## src/source/video_pkg.sv

```systemverilog
// Video config package holding widths, port map, reset values and the shared bundles
`default_nettype none

package video_pkg;

    typedef logic [7:0] byte_t;      // Port value
    typedef logic [8:0] offs_t;      // Scroll offset or raster line
    typedef logic [8:0] coord_t;     // Layer fetch coordinate
    typedef logic [7:0] hcount_t;    // Pixel clock within a line
    typedef logic [8:0] vcount_t;    // Line within a frame
    typedef logic [4:0] port_idx_t;  // Port number from paddr[6:2]

    localparam int H_TOTAL = 224;
    localparam int V_TOTAL = 320;

    localparam port_idx_t P_ZBORDER   = 5'd0;
    localparam port_idx_t P_BORDER    = 5'd1;
    localparam port_idx_t P_ZVPAGE    = 5'd2;
    localparam port_idx_t P_VPAGE     = 5'd3;
    localparam port_idx_t P_VCONF     = 5'd4;
    localparam port_idx_t P_GX_OFFSL  = 5'd5;
    localparam port_idx_t P_GX_OFFSH  = 5'd6;
    localparam port_idx_t P_GY_OFFSL  = 5'd7;
    localparam port_idx_t P_GY_OFFSH  = 5'd8;
    localparam port_idx_t P_T0X_OFFSL = 5'd9;
    localparam port_idx_t P_T0X_OFFSH = 5'd10;
    localparam port_idx_t P_T0Y_OFFSL = 5'd11;
    localparam port_idx_t P_T0Y_OFFSH = 5'd12;
    localparam port_idx_t P_T1X_OFFSL = 5'd13;
    localparam port_idx_t P_T1X_OFFSH = 5'd14;
    localparam port_idx_t P_T1Y_OFFSL = 5'd15;
    localparam port_idx_t P_T1Y_OFFSH = 5'd16;
    localparam port_idx_t P_TSCONF    = 5'd17;
    localparam port_idx_t P_PALSEL    = 5'd18;
    localparam port_idx_t P_TMPAGE    = 5'd19;
    localparam port_idx_t P_T0GPAGE   = 5'd20;
    localparam port_idx_t P_T1GPAGE   = 5'd21;
    localparam port_idx_t P_SGPAGE    = 5'd22;
    localparam port_idx_t P_HINT_BEG  = 5'd23;
    localparam port_idx_t P_VINT_BEGL = 5'd24;
    localparam port_idx_t P_VINT_BEGH = 5'd25;
    localparam int        N_PORTS     = 26;

    localparam byte_t RST_VPAGE    = 8'h05;
    localparam byte_t RST_PALSEL   = 8'h0F;
    localparam byte_t RST_HINT_BEG = 8'd2;

    // Highest port first, so bit n of the struct is the strobe of port n
    typedef struct packed {
        logic vint_begh;
        logic vint_begl;
        logic hint_beg;
        logic sgpage;
        logic t1gpage;
        logic t0gpage;
        logic tmpage;
        logic palsel;
        logic tsconf;
        logic t1y_offsh;
        logic t1y_offsl;
        logic t1x_offsh;
        logic t1x_offsl;
        logic t0y_offsh;
        logic t0y_offsl;
        logic t0x_offsh;
        logic t0x_offsl;
        logic gy_offsh;
        logic gy_offsl;
        logic gx_offsh;
        logic gx_offsl;
        logic vconf;
        logic vpage;
        logic zvpage;
        logic border;
        logic zborder;
    } port_wr_t;

    typedef struct packed {
        byte_t border;
        byte_t vpage;
        byte_t vconf;
        byte_t tsconf;
        byte_t palsel;
        offs_t gx_offs;
        offs_t gy_offs;
        offs_t t0x_offs;
        offs_t t0y_offs;
        offs_t t1x_offs;
        offs_t t1y_offs;
        byte_t hint_beg;
        offs_t vint_beg;
        byte_t tmpage;
        byte_t t0gpage;
        byte_t t1gpage;
        byte_t sgpage;
    } video_params_t;

    typedef struct packed {
        hcount_t hcount;
        vcount_t vcount;
    } beam_t;

    typedef struct packed {
        coord_t x;
        coord_t y;
    } coord_pair_t;

    typedef struct packed {
        coord_pair_t gfx;
        coord_pair_t t0;
        coord_pair_t t1;
        coord_pair_t spr;  // Unscrolled, equals the beam
    } layer_coords_t;

    typedef enum logic [1:0] {
        IDLE,
        SETUP,
        ACCESS
    } apb_state_t;

endpackage

`default_nettype wire

```

## src/source/video_apb_decoder.sv

```systemverilog
// APB slave of the video ports, giving write strobes, read-back data and unmapped errors
`timescale 1ns/1ps
`default_nettype none

module video_apb_decoder (
    input  logic                      clk,
    input  logic                      rst_n,
    input  logic                      psel,
    input  logic                      penable,
    input  logic                      pwrite,
    input  logic [7:0]                paddr,
    input  video_pkg::byte_t          pwdata,
    input  video_pkg::video_params_t  params,
    output video_pkg::byte_t          prdata,
    output logic                      pready,
    output logic                      pslverr,
    output video_pkg::port_wr_t       port_wr,
    output video_pkg::byte_t          wdata
);

    video_pkg::port_idx_t           idx;
    logic                           mapped;
    logic                           access;
    video_pkg::byte_t               rd_val;
    logic [video_pkg::N_PORTS-1:0]  strobe;
    video_pkg::apb_state_t          phase;
    video_pkg::apb_state_t          phase_q;

    assign idx    = paddr[6:2];                              // Byte lanes ignored
    assign mapped = !paddr[7] && (idx < video_pkg::N_PORTS);
    assign access = psel && penable;

    assign pready  = access;                                 // No wait states
    assign pslverr = access && !mapped;
    assign wdata   = pwdata;
    assign prdata  = mapped ? rd_val : '0;

    always_comb
    begin
        strobe = '0;
        if (access && pwrite && mapped)
            strobe[idx] = 1'b1;
    end

    assign port_wr = video_pkg::port_wr_t'(strobe);

    always_comb
    begin
        case (idx)
            video_pkg::P_ZBORDER,
            video_pkg::P_BORDER:    rd_val = params.border;
            video_pkg::P_ZVPAGE,
            video_pkg::P_VPAGE:     rd_val = params.vpage;
            video_pkg::P_VCONF:     rd_val = params.vconf;
            video_pkg::P_GX_OFFSL:  rd_val = params.gx_offs[7:0];
            video_pkg::P_GX_OFFSH:  rd_val = {7'b0, params.gx_offs[8]};
            video_pkg::P_GY_OFFSL:  rd_val = params.gy_offs[7:0];
            video_pkg::P_GY_OFFSH:  rd_val = {7'b0, params.gy_offs[8]};
            video_pkg::P_T0X_OFFSL: rd_val = params.t0x_offs[7:0];
            video_pkg::P_T0X_OFFSH: rd_val = {7'b0, params.t0x_offs[8]};
            video_pkg::P_T0Y_OFFSL: rd_val = params.t0y_offs[7:0];
            video_pkg::P_T0Y_OFFSH: rd_val = {7'b0, params.t0y_offs[8]};
            video_pkg::P_T1X_OFFSL: rd_val = params.t1x_offs[7:0];
            video_pkg::P_T1X_OFFSH: rd_val = {7'b0, params.t1x_offs[8]};
            video_pkg::P_T1Y_OFFSL: rd_val = params.t1y_offs[7:0];
            video_pkg::P_T1Y_OFFSH: rd_val = {7'b0, params.t1y_offs[8]};
            video_pkg::P_TSCONF:    rd_val = params.tsconf;
            video_pkg::P_PALSEL:    rd_val = params.palsel;
            video_pkg::P_TMPAGE:    rd_val = params.tmpage;
            video_pkg::P_T0GPAGE:   rd_val = params.t0gpage;
            video_pkg::P_T1GPAGE:   rd_val = params.t1gpage;
            video_pkg::P_SGPAGE:    rd_val = params.sgpage;
            video_pkg::P_HINT_BEG:  rd_val = params.hint_beg;
            video_pkg::P_VINT_BEGL: rd_val = params.vint_beg[7:0];
            video_pkg::P_VINT_BEGH: rd_val = {7'b0, params.vint_beg[8]};
            default:                rd_val = '0;
        endcase
    end

    always_comb
    begin
        if (!psel)
            phase = video_pkg::IDLE;
        else if (!penable)
            phase = video_pkg::SETUP;
        else
            phase = video_pkg::ACCESS;
    end

    always_ff @(posedge clk)
    begin
        if (!rst_n)
            phase_q <= video_pkg::IDLE;
        else
            phase_q <= phase;
    end

    // penable only ever comes right after a setup cycle
    a_access_after_setup: assert property (@(posedge clk) disable iff (!rst_n)
        (phase == video_pkg::ACCESS) |-> (phase_q == video_pkg::SETUP));

    // psel stays up and penable rises in the cycle after setup
    a_setup_to_access: assert property (@(posedge clk) disable iff (!rst_n)
        (phase == video_pkg::SETUP) |=> (phase == video_pkg::ACCESS));

endmodule

`default_nettype wire

```

## src/source/video_ports.sv

```systemverilog
// Video parameter latch, loaded from the decoder's per-port write strobes
`timescale 1ns/1ps
`default_nettype none

module video_ports (
    input  logic                      clk,
    input  logic                      rst_n,
    input  video_pkg::port_wr_t       port_wr,
    input  video_pkg::byte_t          wdata,
    output video_pkg::video_params_t  params
);

    always_ff @(posedge clk)
    begin
        if (!rst_n)
        begin
            params.border   <= '0;
            params.vpage    <= video_pkg::RST_VPAGE;
            params.vconf    <= '0;
            params.tsconf   <= '0;
            params.palsel   <= video_pkg::RST_PALSEL;
            params.gx_offs  <= '0;
            params.gy_offs  <= '0;
            params.t0x_offs <= '0;
            params.t0y_offs <= '0;
            params.t1x_offs <= '0;
            params.t1y_offs <= '0;
            params.hint_beg <= video_pkg::RST_HINT_BEG;
            params.vint_beg <= '0;
            params.tmpage   <= '0;
            params.t0gpage  <= '0;
            params.t1gpage  <= '0;
            params.sgpage   <= '0;
        end
        else
        begin
            // Legacy border and page formats
            if (port_wr.zborder)
                params.border <= {5'b11110, wdata[2:0]};
            if (port_wr.zvpage)
                params.vpage <= {6'b000001, wdata[3], 1'b1};

            if (port_wr.border)
                params.border <= wdata;
            if (port_wr.vpage)
                params.vpage <= wdata;
            if (port_wr.vconf)
                params.vconf <= wdata;
            if (port_wr.tsconf)
                params.tsconf <= wdata;
            if (port_wr.palsel)
                params.palsel <= wdata;

            if (port_wr.gx_offsl)
                params.gx_offs[7:0] <= wdata;
            if (port_wr.gx_offsh)
                params.gx_offs[8] <= wdata[0];  // Only bit 0 is kept
            if (port_wr.gy_offsl)
                params.gy_offs[7:0] <= wdata;
            if (port_wr.gy_offsh)
                params.gy_offs[8] <= wdata[0];
            if (port_wr.t0x_offsl)
                params.t0x_offs[7:0] <= wdata;
            if (port_wr.t0x_offsh)
                params.t0x_offs[8] <= wdata[0];
            if (port_wr.t0y_offsl)
                params.t0y_offs[7:0] <= wdata;
            if (port_wr.t0y_offsh)
                params.t0y_offs[8] <= wdata[0];
            if (port_wr.t1x_offsl)
                params.t1x_offs[7:0] <= wdata;
            if (port_wr.t1x_offsh)
                params.t1x_offs[8] <= wdata[0];
            if (port_wr.t1y_offsl)
                params.t1y_offs[7:0] <= wdata;
            if (port_wr.t1y_offsh)
                params.t1y_offs[8] <= wdata[0];

            if (port_wr.tmpage)
                params.tmpage <= wdata;
            if (port_wr.t0gpage)
                params.t0gpage <= wdata;
            if (port_wr.t1gpage)
                params.t1gpage <= wdata;
            if (port_wr.sgpage)
                params.sgpage <= wdata;

            if (port_wr.hint_beg)
                params.hint_beg <= wdata;
            if (port_wr.vint_begl)
                params.vint_beg[7:0] <= wdata;
            if (port_wr.vint_begh)
                params.vint_beg[8] <= wdata[0];
        end
    end

    // The decoder never addresses two ports at once
    a_one_strobe: assert property (@(posedge clk) disable iff (!rst_n)
        $onehot0(port_wr));

endmodule

`default_nettype wire

```

## src/source/video_raster_timer.sv

```systemverilog
// Raster timer with line and frame counters and the frame interrupt pulse
`timescale 1ns/1ps
`default_nettype none

module video_raster_timer (
    input  logic              clk,
    input  logic              rst_n,
    input  video_pkg::byte_t  hint_beg,
    input  video_pkg::offs_t  vint_beg,
    output video_pkg::beam_t  beam,
    output logic              frame_int
);

    video_pkg::hcount_t  hcount;
    video_pkg::vcount_t  vcount;
    logic                line_end;
    logic                frame_end;
    logic                at_int_pos;
    logic                int_hit;

    assign line_end   = hcount == video_pkg::hcount_t'(video_pkg::H_TOTAL - 1);
    assign frame_end  = vcount == video_pkg::vcount_t'(video_pkg::V_TOTAL - 1);

    // Never true when vint_beg lies past the last line
    assign at_int_pos = (hcount == hint_beg) && (vcount == vint_beg);

    always_ff @(posedge clk)
    begin
        if (!rst_n)
        begin
            hcount <= '0;
            vcount <= '0;
        end
        else if (line_end)
        begin
            hcount <= '0;
            if (frame_end)
                vcount <= '0;
            else
                vcount <= vcount + 1'b1;
        end
        else
        begin
            hcount <= hcount + 1'b1;
        end
    end

    // Compare flop then output flop, so the pulse lines up with the beam
    // one position past the interrupt point at the scroll unit's output
    always_ff @(posedge clk)
    begin
        if (!rst_n)
        begin
            int_hit   <= 1'b0;
            frame_int <= 1'b0;
        end
        else
        begin
            int_hit   <= at_int_pos;
            frame_int <= int_hit;
        end
    end

    assign beam = '{hcount: hcount, vcount: vcount};

    a_hcount_range: assert property (@(posedge clk) disable iff (!rst_n)
        hcount < video_pkg::H_TOTAL);

    a_vcount_range: assert property (@(posedge clk) disable iff (!rst_n)
        vcount < video_pkg::V_TOTAL);

    // One interrupt per frame, never a two-cycle pulse
    a_int_single: assert property (@(posedge clk) disable iff (!rst_n)
        frame_int |=> !frame_int);

endmodule

`default_nettype wire

```

## src/source/video_scroll.sv

```systemverilog
// Scroll unit adding layer offsets to the beam position, registered with the beam
`timescale 1ns/1ps
`default_nettype none

module video_scroll (
    input  logic                      clk,
    input  logic                      rst_n,
    input  video_pkg::beam_t          beam_in,
    input  video_pkg::video_params_t  params,
    output video_pkg::beam_t          beam,
    output video_pkg::layer_coords_t  coords
);

    video_pkg::layer_coords_t  coords_next;

    // 9-bit sums, so coordinates wrap modulo 512
    function automatic video_pkg::coord_pair_t scroll_pair(
        input video_pkg::beam_t  pos,
        input video_pkg::offs_t  x_offs,
        input video_pkg::offs_t  y_offs
    );
        video_pkg::coord_pair_t  pair;
        pair.x = video_pkg::coord_t'(pos.hcount) + x_offs;
        pair.y = pos.vcount + y_offs;
        return pair;
    endfunction

    always_comb
    begin
        coords_next.gfx   = scroll_pair(beam_in, params.gx_offs, params.gy_offs);
        coords_next.t0    = scroll_pair(beam_in, params.t0x_offs, params.t0y_offs);
        coords_next.t1    = scroll_pair(beam_in, params.t1x_offs, params.t1y_offs);
        coords_next.spr.x = video_pkg::coord_t'(beam_in.hcount);  // Sprites unscrolled
        coords_next.spr.y = beam_in.vcount;
    end

    always_ff @(posedge clk)
    begin
        if (!rst_n)
        begin
            beam   <= '0;
            coords <= '0;
        end
        else
        begin
            beam   <= beam_in;
            coords <= coords_next;
        end
    end

endmodule

`default_nettype wire

```

## src/source/video_subsystem.sv

```systemverilog
// Video configuration top with APB decoder, port latch, raster timer and scroll unit
`timescale 1ns/1ps
`default_nettype none

module video_subsystem (
    input  logic                      clk,
    input  logic                      rst_n,
    input  logic                      psel,
    input  logic                      penable,
    input  logic                      pwrite,
    input  logic [7:0]                paddr,
    input  video_pkg::byte_t          pwdata,
    output video_pkg::byte_t          prdata,
    output logic                      pready,
    output logic                      pslverr,
    output video_pkg::video_params_t  vparams,
    output video_pkg::beam_t          beam,
    output video_pkg::layer_coords_t  coords,
    output logic                      frame_int
);

    video_pkg::port_wr_t  port_wr;
    video_pkg::byte_t     wdata;
    video_pkg::beam_t     timer_beam;  // Timer count, one cycle ahead of beam

    video_apb_decoder u_decoder (
        .clk     (clk),
        .rst_n   (rst_n),
        .psel    (psel),
        .penable (penable),
        .pwrite  (pwrite),
        .paddr   (paddr),
        .pwdata  (pwdata),
        .params  (vparams),
        .prdata  (prdata),
        .pready  (pready),
        .pslverr (pslverr),
        .port_wr (port_wr),
        .wdata   (wdata)
    );

    video_ports u_ports (
        .clk     (clk),
        .rst_n   (rst_n),
        .port_wr (port_wr),
        .wdata   (wdata),
        .params  (vparams)
    );

    video_raster_timer u_timer (
        .clk       (clk),
        .rst_n     (rst_n),
        .hint_beg  (vparams.hint_beg),
        .vint_beg  (vparams.vint_beg),
        .beam      (timer_beam),
        .frame_int (frame_int)
    );

    video_scroll u_scroll (
        .clk     (clk),
        .rst_n   (rst_n),
        .beam_in (timer_beam),
        .params  (vparams),
        .beam    (beam),
        .coords  (coords)
    );

endmodule

`default_nettype wire

```

## config.mk

```make
export PLATFORM = sky130hd
export DESIGN_NAME = video_subsystem
export DESIGN_NICKNAME = d
export VERILOG_FILES = /design/src/source/video_pkg.sv /design/src/source/video_apb_decoder.sv /design/src/source/video_ports.sv /design/src/source/video_raster_timer.sv /design/src/source/video_scroll.sv /design/src/source/video_subsystem.sv
export SDC_FILE = /design/constraint.sdc
export NUM_CORES = 1
export LEC_CHECK = 0
export BUFFER_PORTS_ARGS = -buffer_cell sky130_fd_sc_hd__clkbuf_2
export CAP_MARGIN = 20
export CORE_ASPECT_RATIO = 0.9
export CORE_MARGIN = 5
export CORE_UTILIZATION = 30
export CTS_CLUSTER_DIAMETER = 40
export DETAILED_ROUTE_END_ITERATION = 6
export GPL_ROUTABILITY_DRIVEN = 1
export MAX_ROUTING_LAYER = met4
export PLACE_DENSITY_LB_ADDON = 0.2
export SLEW_MARGIN = 15
export SYNTH_ARGS = -nofsm -noshare
export SYNTH_HDL_FRONTEND = slang
export SYNTH_HIERARCHICAL = 1
export SYNTH_SLANG_ARGS = --single-unit
```

## constraint.sdc

```tcl
create_clock -name clk -period 3.7 [get_ports clk]
set_input_delay 0.37 -clock clk [delete_from_list [all_inputs] [get_ports clk]]
set_output_delay 0.37 -clock clk [all_outputs]
set_load 0.1 [all_outputs]
```

==> results.ini, run 1 <==
[status]
status = completed

[cts]
cts-root-buf = clkbuf_16
cts_buffer_depth = 3
cts_setup_buffers = 0
cts.sinks = 233
clk_latency_ps = 560
cts_tree = built
htree_levels = 2
cts.clk_slew.worst_paths_ps = 60
postCtsHoldBufs = 0
cts_buffers = 41
post_cts_resized = 0

[grt]
grt_overflow = 0
grt_pass1_vias = 10200
grt_first_pass_wirelength_um = 67700
grt_max_degree = 137
grt_util_all_layers_pct = 21.4
antenna_found_initial = 0

[timing]
final_max_slew_viol_count = 0
fin_crit_ps = 3170
grt_setup_unrepaired = no
hold_viol_final = 0
max_freq_mhz = 315
tightest_slew_ps = 860
period_share_pct = 85.7
setup_viol = 0
relSlewSlack_pct = 42.6
tns_ps = 0
fin_ws_ps = 529
finalClockSkew_ps = 18.6

[routing]
wl_met2_um = 20500
antenna_left = 0
wl_um = 47000
drt-wirelength-per-cell_um = 22.9
route.met3.wl_um = 3270
top_layer = met4
drt_iter0_drc = 972
viasPerCell = 5.20
route.detailed.drc = 0
drt_pass1_iterations = 5
met1_length_um = 22000
vias = 10700

[die]
die_x_um = 220
coreArea_mm2 = 0.0393
ios = 264
dieArea_mm2 = 0.0436
die_h_um = 199
start_util_pct = 30.2
rows = 69

[critical_path]
crit_top_cell = clkbuf_2
crit_arrival_ps = 2800
cp_num_cells = 7
crit_slowest_cell = a222oi_1
crit_path_end_kind = primary output
setup.worst_path.class = in -> out
crit_buf_inv = 2
crit_family = compound AO/OA/AOI/OAI gates
cp_max_fo = 20
crit_chain = clkbuf_2 > nand3b_1 > nor2_1 > a222oi_1 > nand3_1 > o31a_1 > clkbuf_2
reg2reg_depth = 5
required_ps = 3330
startpoint_type = input pin
r2r_slack_ps = 1070
slowest_delay_ps = 700

[finish]
drive_gt1_share_pct = 26.0
fill_cells = 3993
regArea_mm2 = 0.00466
layout.nets = 1565
multiInputGateArea_mm2 = 0.00643
area_delta_synth_final_pct = 25.8
antenna_cells = 0

[yosys]
synthSimpleGateAreaFrac_pct = 18.0
synth_top_area_share_pct = 39.4
synth-compound-area-share_pct = 12.6
synth_adder_area_share_pct = 6.29
syn_area_per_cell_um2 = 9.42
synthMuxAreaShare_pct = 14.0
synth_seq_cells = 233
synth_area_mm2 = 0.0119
synth_top_cell_by_area = dfxtp_1
synth.distinct_cells = 77
synth_top_family_by_area = simple AND/OR/NAND/NOR gates
yosysMostFrequentCell = dfxtp_1
synth_edf_count = 0
synthCells = 1258
async_reset_ff_share_pct = 0
ys.flop_type = dfxtp_1
synth_nets = 1335
synthTopCellsByArea = dfxtp_1, mux2i_1, nor2_1
ys_seq_area_share_pct = 39.4
synth_top_cells_by_count = dfxtp_1, nor2_1, mux2i_1
post_synth_xor_area_fraction_pct = 3.40
synth_warnings = 6

[place]
place.gp.congestion = 0.893
place.port_buffers = 260
dp_hpwl_um = 34500
dp_worst_setup_slack_ps = 601

[hold_path]
min_path_cells = 3
holdCritPathClass = in -> reg

[power]
vdd_drop_max_mv = 0.268
p_sw_share_pct = 25.1
comb_power_share_pct = 5.0
p_int_uw = 5220
power_density_mw_per_mm2 = 467
power_switching_uw = 1750
p_leak_uw = 0.00623
power_frac_seq_pct = 36.5
clkPwrFrac_pct = 58.5

[job]
max_cap_viol_count = 0

[cell families (layout without fill, tap and decap cells)]
family                     after synthesis  after routing
and+or+nand+nor                        424            424
AOI/OAI and AO/OA                      207            207
DFF                                    233            233
buffers and inverters                  126            389
other                                    1              1
adders and majority gates               56             56
muxes                                  165            165
xor gates and xnor gates                46             46
[placed cells by master, fill, tap and decap left out, types with 14 or more instances in the layout]
cell type / n
buf_4: 36
inv_1: 16
mux2i_1: 162
ha_1: 50
dfxtp_1: 233
nor2_1: 181
clkbuf_16: 43
clkbuf_2: 259
nand3_1: 18
xnor2_1: 33
nand2_1: 46
nor3_1: 34
a21oi_1: 31
a211oi_1: 26
nand4_1: 15
and2_1: 36
nor4_1: 15
nor2b_1: 14
a22oi_1: 23
o21ai_0: 23
[registers in the layout, indices dropped and copies added (netlist names)]
name / flops
u_timer/vcount: 9
u_timer/frame_int: 1
u_timer/int_hit: 1
u_timer/hcount: 8
u_ports/params: 143
u_scroll/coords: 71
[per-stage QoR]
step | util (%) | area, um2 | std cells | total power, uW | hold WS [ps]
floorplan | - | 11900 | 1258 | 2860 | 412
global route | 38.0 | 14900 | 2053 | 7200 | 381
CTS | 38.0 | 14900 | 2053 | 7060 | 350
finish | 38.0 | 14900 | 2053 | 6970 | 380
global placement | 34.1 | 13400 | 1977 | 2940 | 476
detailed placement | 34.1 | 13400 | 1977 | 2940 | 471
[path summary, 6_finish.rpt]
path / startpoint / end
setup / recovery: paddr[6] / prdata[3]
hold / removal: rst_n / u_scroll/coords[62]
setup reg to reg: u_timer/hcount[1] / u_timer/vcount[8]
hold reg to reg: u_timer/int_hit / u_timer/frame_int
[routing by layer]
layer	up-vias	track usage, %
met3	73	4.32
met2	433	31.7
met4	0	6.35
met1	5204	29.7
li1	4966	-
met5	-	-
[worst min-delay path, cell delays in order]
cell and delay, ps:
buf_2 120, buf_4 240, o21a_1 150
[power groups by stage]
stage                     clock network (uW)  logic, uW  registers (uW)
after CTS                               4160        344            2550
after detailed placement                   0        343            2600
after global routing                    4300        363            2550
after floorplan                            0        204            2660
final                                   4080        346            2550
after global placement                     0        341            2600
[final cells by class]
class	count	area share [%]
inverters	17	0.478
well taps	532	4.46
clock inverters	26	2.37
multi-input cells	899	43.1
repair buffers	296	10.5
flip-flops and latches	233	31.3
clock buffers	50	7.73
No activity file was read; power rests on OpenSTA's default activity.
==> inputs of run 2 (changes only) <==
==> constraint.sdc (replaced) <==
create_clock -name clk -period 3.4 [get_ports clk]
set_input_delay 0.34 -clock clk [delete_from_list [all_inputs] [get_ports clk]]
set_output_delay 0.34 -clock clk [all_outputs]
set_load 0.1 [all_outputs]
==> run 2 against run 1 <==
Against the previous run:
- routed wire length decreased by 0.18%
- clock skew decreased by 7.1 ps
- via count decreased by 1.4%
- largest cell class unchanged
==> results.ini, run 2 (synthesis gave the netlist of run 1 again) <==
[status]
status = completed

[hold_path]
holdCritPathClass = in -> reg

[critical_path]
r2r_slack_ps = 940  ; -130 ps
startpoint_type = input pin
setup.worst_path.class = in -> out
r2r-start = u_timer/hcount[0]
crit_path_end_kind = primary output
reg2reg_depth = 5  ; unchanged
crit_start = paddr[4]
crit_arrival_ps = 2510  ; -290 ps
cp-endpoint = prdata[2]
cp_max_fo = 18  ; -10%
r2r-end = u_timer/vcount[8]
required_ps = 3060  ; -270 ps

[power]
vdd_drop_max_mv = 0.280  ; +4.5%
p_leak_uw = 0.00614  ; -1.4%
p_int_uw = 5250  ; +0.60%
clkPwrFrac_pct = 55.5  ; -3.0 points
power_switching_uw = 1830  ; +4.2%
power_density_mw_per_mm2 = 478  ; +2.2%
power_frac_seq_pct = 39.0  ; +2.5 points
totalPowerFinal_uw = 7080  ; +1.5%
comb_power_share_pct = 5.5  ; +0.5 points
p_sw_share_pct = 25.8  ; +0.67 points

[timing]
setup_viol = 0  ; unchanged
period_share_pct = 83.7
tns_ps = 0  ; unchanged
fin_ws_ps = 554  ; +25.4 ps
relSlewSlack_pct = 46.1  ; +3.4 points
final_max_slew_viol_count = 0  ; unchanged
finalClockSkew_ps = 11.6  ; -7.05 ps
max_freq_mhz = 351
tightest_slew_ps = 809  ; -50.5 ps
grt_setup_unrepaired = no
hold_viol_final = 0  ; unchanged
fin_crit_ps = 2850

[routing]
route.detailed.drc = 0  ; unchanged
drt_iter0_drc = 960  ; -1.2%
drt_pass1_iterations = 6  ; +1
wl_um = 47000  ; -0.18%
viasPerCell = 5.15  ; -1.0%
vias = 10500  ; -1.4%
drt-wirelength-per-cell_um = 23.0  ; +0.26%
antenna_left = 0  ; unchanged

[grt]
grt_pass1_vias = 10100  ; -0.44%
grt_overflow = 0  ; unchanged
grt_util_all_layers_pct = 21.4  ; -0.033 points
grt_first_pass_wirelength_um = 67800  ; about the same
grt_max_degree = 137  ; unchanged
antenna_found_initial = 0  ; unchanged

[die]
dieArea_mm2 = 0.0436  ; unchanged
rows = 69  ; unchanged
start_util_pct = 30.2  ; unchanged
coreArea_mm2 = 0.0393  ; unchanged
die_h_um = 199  ; unchanged
die_x_um = 220  ; unchanged
ios = 264  ; unchanged

[place]
place_area_mm2 = 0.0135  ; +0.65%
dp_worst_setup_slack_ps = 588  ; -13.0 ps
place.port_buffers = 260  ; unchanged
place.gp.congestion = 0.911  ; +2.0%
dp_hpwl_um = 34300  ; -0.73%

[finish]
regMostFlops = u_ports/params
largestRegisters = u_ports/params (143), u_scroll/coords (71), u_timer/vcount (9)
final_common_cell = clkbuf_2
antenna_cells = 0  ; unchanged
mostFrequentLayoutCells = clkbuf_2, dfxtp_1, nor2_1, mux2i_1, ha_1
layout.nets = 1559  ; -0.38%
largest_register_ffs = 143  ; unchanged
fin_area_mm2 = 0.0148  ; -0.70%
drive_gt1_share_pct = 25.4  ; -0.64 points
area_delta_synth_final_pct = 24.9

[cts]
cts.sinks = 233  ; unchanged
postCtsHoldBufs = 0  ; unchanged
cts-root-buf = clkbuf_16
cts_buffer_depth = 3  ; unchanged
cts_setup_buffers = 0  ; unchanged
post_cts_resized = 0  ; unchanged
cts_tree = built
clk_latency_ps = 540  ; -20 ps
htree_levels = 2  ; unchanged
cts.clk_slew.worst_paths_ps = 50  ; about the same
cts_buffers = 40  ; -2.4%

[job]
max_cap_viol_count = 0  ; unchanged

run 2: cell count changes in the layout (fill, tap and decap cells not counted), sizes merged:
cell      delta
bufinv       -3
buf          +3
clkinvlp     +1
clkbuf      -11
inv          -1
clkinv       +2
run 2: metrics by stage:
step	hold slack, ps	util, %	instances
floorplan	412	-	1258
global placement	431	34.4	1971
detailed placement	440	34.4	1971
CTS	273	37.7	2043
global route	269	37.7	2044
finish	243	37.7	2044
run 2: power by group through the flow:
stage / clock [uW] / sequential, uW / combinational [uW]
finish: 3930 / 2760 / 386
global route: 4160 / 2760 / 406
CTS: 4020 / 2760 / 385
detailed placement: 0 / 2820 / 383
global placement: 0 / 2820 / 382
floorplan: 0 / 2890 / 222
run 2: worst min-delay path by stage:
stage	slack (ps)	endpoint	from	cells past startpoint
2_1_floorplan	410	u_timer/frame_int	u_timer/int_hit	1
3_3_place_gp	430	u_timer/frame_int	u_timer/int_hit	1
3_5_place_dp	440	u_timer/frame_int	u_timer/int_hit	1
4_1_cts	270	u_ports/params[42]	rst_n	3
5_1_grt	270	u_ports/params[42]	rst_n	3
6_report	240	u_ports/params[42]	rst_n	3
run 2: area by class of cell:
cell class / count / area [um2]
Timing Repair Buffer: 291 / 1670
Sequential cell: 233 / 4660
Inverter: 17 / 71.3
Clock buffer: 47 / 1060
Clock inverter: 25 / 246
Fill cell: 4033 / 24500
Tap cell: 532 / 666
Multi-Input combinational cell: 899 / 6430
run 2: critical path: stages:
cell and delay [ps]:
clkbuf_2 390, or3b_1 550, nor3_4 400, a22oi_1 170
nand4_1 170, o31a_1 270, buf_12 210
run 2: per-layer routing:
layer | track usage, % | vias up | wire length (um)
li1 | - | 4937 | -
met1 | 29.0 | 5092 | 21600
met2 | 31.3 | 409 | 20500
met3 | 5.72 | 84 | 3650
met4 | 6.44 | 0 | 1220
met5 | - | - | 0
==> inputs of run 3 (changes only) <==
--- a/config.mk
+++ b/config.mk
@@ -5,6 +5,7 @@
 export SDC_FILE = /design/constraint.sdc
 export NUM_CORES = 1
 export LEC_CHECK = 0
+export ABC_AREA = 1
 export BUFFER_PORTS_ARGS = -buffer_cell sky130_fd_sc_hd__clkbuf_2
 export CAP_MARGIN = 20
 export CORE_ASPECT_RATIO = 0.9
==> constraint.sdc (replaced) <==
create_clock -name clk -period 2.4 [get_ports clk]
set_input_delay 0.24 -clock clk [delete_from_list [all_inputs] [get_ports clk]]
set_output_delay 0.24 -clock clk [all_outputs]
set_load 0.1 [all_outputs]
==> run 3 against run 2 <==
Against the previous run:
- clock skew down 1.5 ps
- final cell count up 27%
- largest power group unchanged
- combinational power up 51%
- critical path type unchanged
- sequential cell count unchanged
- largest cell class unchanged
- worst hold slack worse by 48 ps
- die area up 1.5%
- register-to-register slack worse by 460 ps
- power up 43%
- sequential power up 42%
==> results.ini, run 3 <==
[yosys]
ys_seq_area_share_pct = 38.7  ; -0.61 points
synth_warnings = 6  ; unchanged
synth_nets = 1828  ; +37%
synth_top_cells_by_count = nand2_1, nor2_1, dfxtp_1
ys.flop_type = dfxtp_1
synthTopCellsByArea = dfxtp_1, nand2_1, nor2_1
synth_seq_cells = 233  ; unchanged
synth_edf_count = 0  ; unchanged
synth_top_area_share_pct = 38.7  ; -0.61 points
synthCells = 1751  ; +39%
synth_top_cell_by_area = dfxtp_1
synth_area_mm2 = 0.0120  ; +1.6%
synth.distinct_cells = 41  ; -47%
yosysMostFrequentCell = nand2_1
syn_area_per_cell_um2 = 6.87  ; -27%
async_reset_ff_share_pct = 0  ; unchanged

[finish]
largestRegisters = u_ports/params (143), u_scroll/coords (71), u_timer/vcount (9)
regMostFlops = u_ports/params
antenna_cells = 0  ; unchanged
regArea_mm2 = 0.00466  ; unchanged
layout.nets = 2110  ; +35%
fill_cells = 4296  ; +6.5%
final_common_cell = nand2_1
drive_gt1_share_pct = 22.3  ; -3.1 points
fin_area_mm2 = 0.0155  ; +4.7%
area_delta_synth_final_pct = 28.8
multiInputGateArea_mm2 = 0.00611  ; -5.0%
largest_register_ffs = 143  ; unchanged
mostFrequentLayoutCells = nand2_1, clkbuf_2, nor2_1, dfxtp_1, inv_1

[critical_path]
crit_arrival_ps = 2000  ; -510 ps
reg2reg_depth = 8  ; +3
crit_chain = clkbuf_2 > clkinv_1 > nand3_2 > nor2_2 > nand2_1 > nand2_1 > nor2_1 > nand2_1 > nor2_1 > a21oi_2 > buf_12
crit_top_cell = nand2_1
r2r-end = u_scroll/coords[35]
crit_slowest_cell = nor2_2
setup.worst_path.class = in -> out
cp_max_fo = 9  ; -9
r2r_slack_ps = 480  ; -460 ps
slowest_delay_ps = 340  ; -210 ps
crit_start = paddr[5]
startpoint_type = input pin
required_ps = 2160  ; -900 ps
r2r-start = u_timer/hcount[0]
crit_path_end_kind = primary output

[place]
place_area_mm2 = 0.0141  ; +4.4%
place.gp.congestion = 0.974  ; +6.9%
place.port_buffers = 260  ; unchanged
dp_hpwl_um = 36800  ; +7.3%

[hold_path]
holdCritPathClass = in -> reg
hp-start = rst_n
hold_end = u_ports/params[129]
min_path_cells = 2  ; -1

[die]
die_x_um = 221  ; +0.75%
dieArea_mm2 = 0.0442  ; +1.5%
rows = 69  ; unchanged
coreArea_mm2 = 0.0395  ; +0.66%
start_util_pct = 30.4  ; +0.27 points
ios = 264  ; unchanged
die_h_um = 200  ; +0.75%

[cts]
cts.sinks = 233  ; unchanged
cts_tree = built
cts-root-buf = clkbuf_16
post_cts_resized = 0  ; unchanged
cts_buffers = 42  ; +5.0%
clk_latency_ps = 540  ; about the same
htree_levels = 2  ; unchanged
cts_buffer_depth = 3  ; unchanged
cts.clk_slew.worst_paths_ps = 50  ; about the same

[timing]
period_share_pct = 93.5
grt_setup_unrepaired = no
final_max_slew_viol_count = 0  ; unchanged
tightest_slew_ps = 850  ; +41.0 ps
fin_crit_ps = 2240
finalClockSkew_ps = 10.1  ; -1.49 ps
relSlewSlack_pct = 43.3  ; -2.8 points
hold_viol_final = 0  ; unchanged
setup_viol = 0  ; unchanged
max_freq_mhz = 445
tns_ps = 0  ; unchanged

[routing]
drt_iter0_drc = 997  ; +3.9%
antenna_left = 0  ; unchanged
wl_um = 48100  ; +2.4%
drt-wirelength-per-cell_um = 18.5  ; -19%
vias = 12300  ; +17%
drt_pass1_iterations = 5  ; -1
viasPerCell = 4.76  ; -7.6%
route.detailed.drc = 0  ; unchanged

[status]
status = completed

[grt]
grt_first_pass_wirelength_um = 72200  ; +6.5%
grt_max_degree = 77  ; -44%
grt_pass1_vias = 11700  ; +16%
antenna_found_initial = 0  ; unchanged
grt_overflow = 0  ; unchanged
grt_util_all_layers_pct = 21.7  ; +0.31 points

[power]
power_density_mw_per_mm2 = 655  ; +37%
p_leak_uw = 0.00783  ; +28%
vdd_drop_max_mv = 0.416  ; +49%

[job]
max_cap_viol_count = 0  ; unchanged

[run 3: cell types whose count changed after synthesis, moves of 26 or more]
cell and change:
nand2_1 +399, o21ai_0 +113, inv_1 +168, mux2i_1 -162
nand3_1 +62, a21oi_1 +126, xnor2_1 -28, a211oi_1 -26
and2_1 -34, nor2_1 +62
[run 3: metrics by stage]
step	std cells	util, %	worst slack, ps	hold WS (ps)	total power (uW)
6_report	2596	39.2	155	195	10200
5_1_grt	2596	39.2	63.4	195	10500
4_1_cts	2596	39.2	129	163	10300
3_5_place_dp	2515	35.6	197	455	4570
3_3_place_gp	2515	35.6	227	453	4570
2_1_floorplan	1751	-	-133	333	4410
[run 3: critical path, delay by kind of cell]
kind	cells	cell delay, ps
simple gates	7	960
buf+inv	3	540
compound gates	1	260
[run 3: how the worst max path moves through the flow]
stage                end  slack (ps)  depth (start not counted)
6_report       prdata[0]         160                         11
5_1_grt        prdata[7]          60                         13
4_1_cts        prdata[0]         130                          7
3_5_place_dp   prdata[0]         200                         10
3_3_place_gp   prdata[0]         230                         11
2_1_floorplan  prdata[0]        -130                          8
[run 3: repair_timing]
item	4_1_cts	5_1_grt
hold buffers	6	0
hold endpoints to repair	7	0
buffers inserted	0	0
[run 3: cells by family after synthesis]
logic type                 synth area share, %
AOI/OAI and AO/OA                         12.9
xor gates and xnor gates                 0.655
adders and majority gates                 6.19
buffers and inverters                     10.7
DFF                                       38.7
other                                   0.0312
and+or+nand+nor                           30.8
[run 3: final cells by class]
cell class	count	share of cell area, %
timing repair buffer	325	12.8
tap	532	4.29
clock inverter	23	1.30
multi-input combinational	1237	39.4
inverter	194	4.71
clock buffer	52	7.41
sequential	233	30.1
[run 3: metal layers]
layer,wire length (um),share of wire (%),GRT usage [%],vias to the layer above
met5,0,0,-,-
met4,1130,2.4,5.76,0
met3,2550,5.3,3.89,63
met2,21600,45,34.3,377
met1,22800,47,29.0,5763
li1,-,-,-,6146
[run 3: report_power, final]
part	switching, uW	leakage (uW)	internal (uW)	total (uW)
clock network	2110	0.000654	3530	5640
logic	455	0.00530	127	582
registers	28.1	0.00188	3900	3930
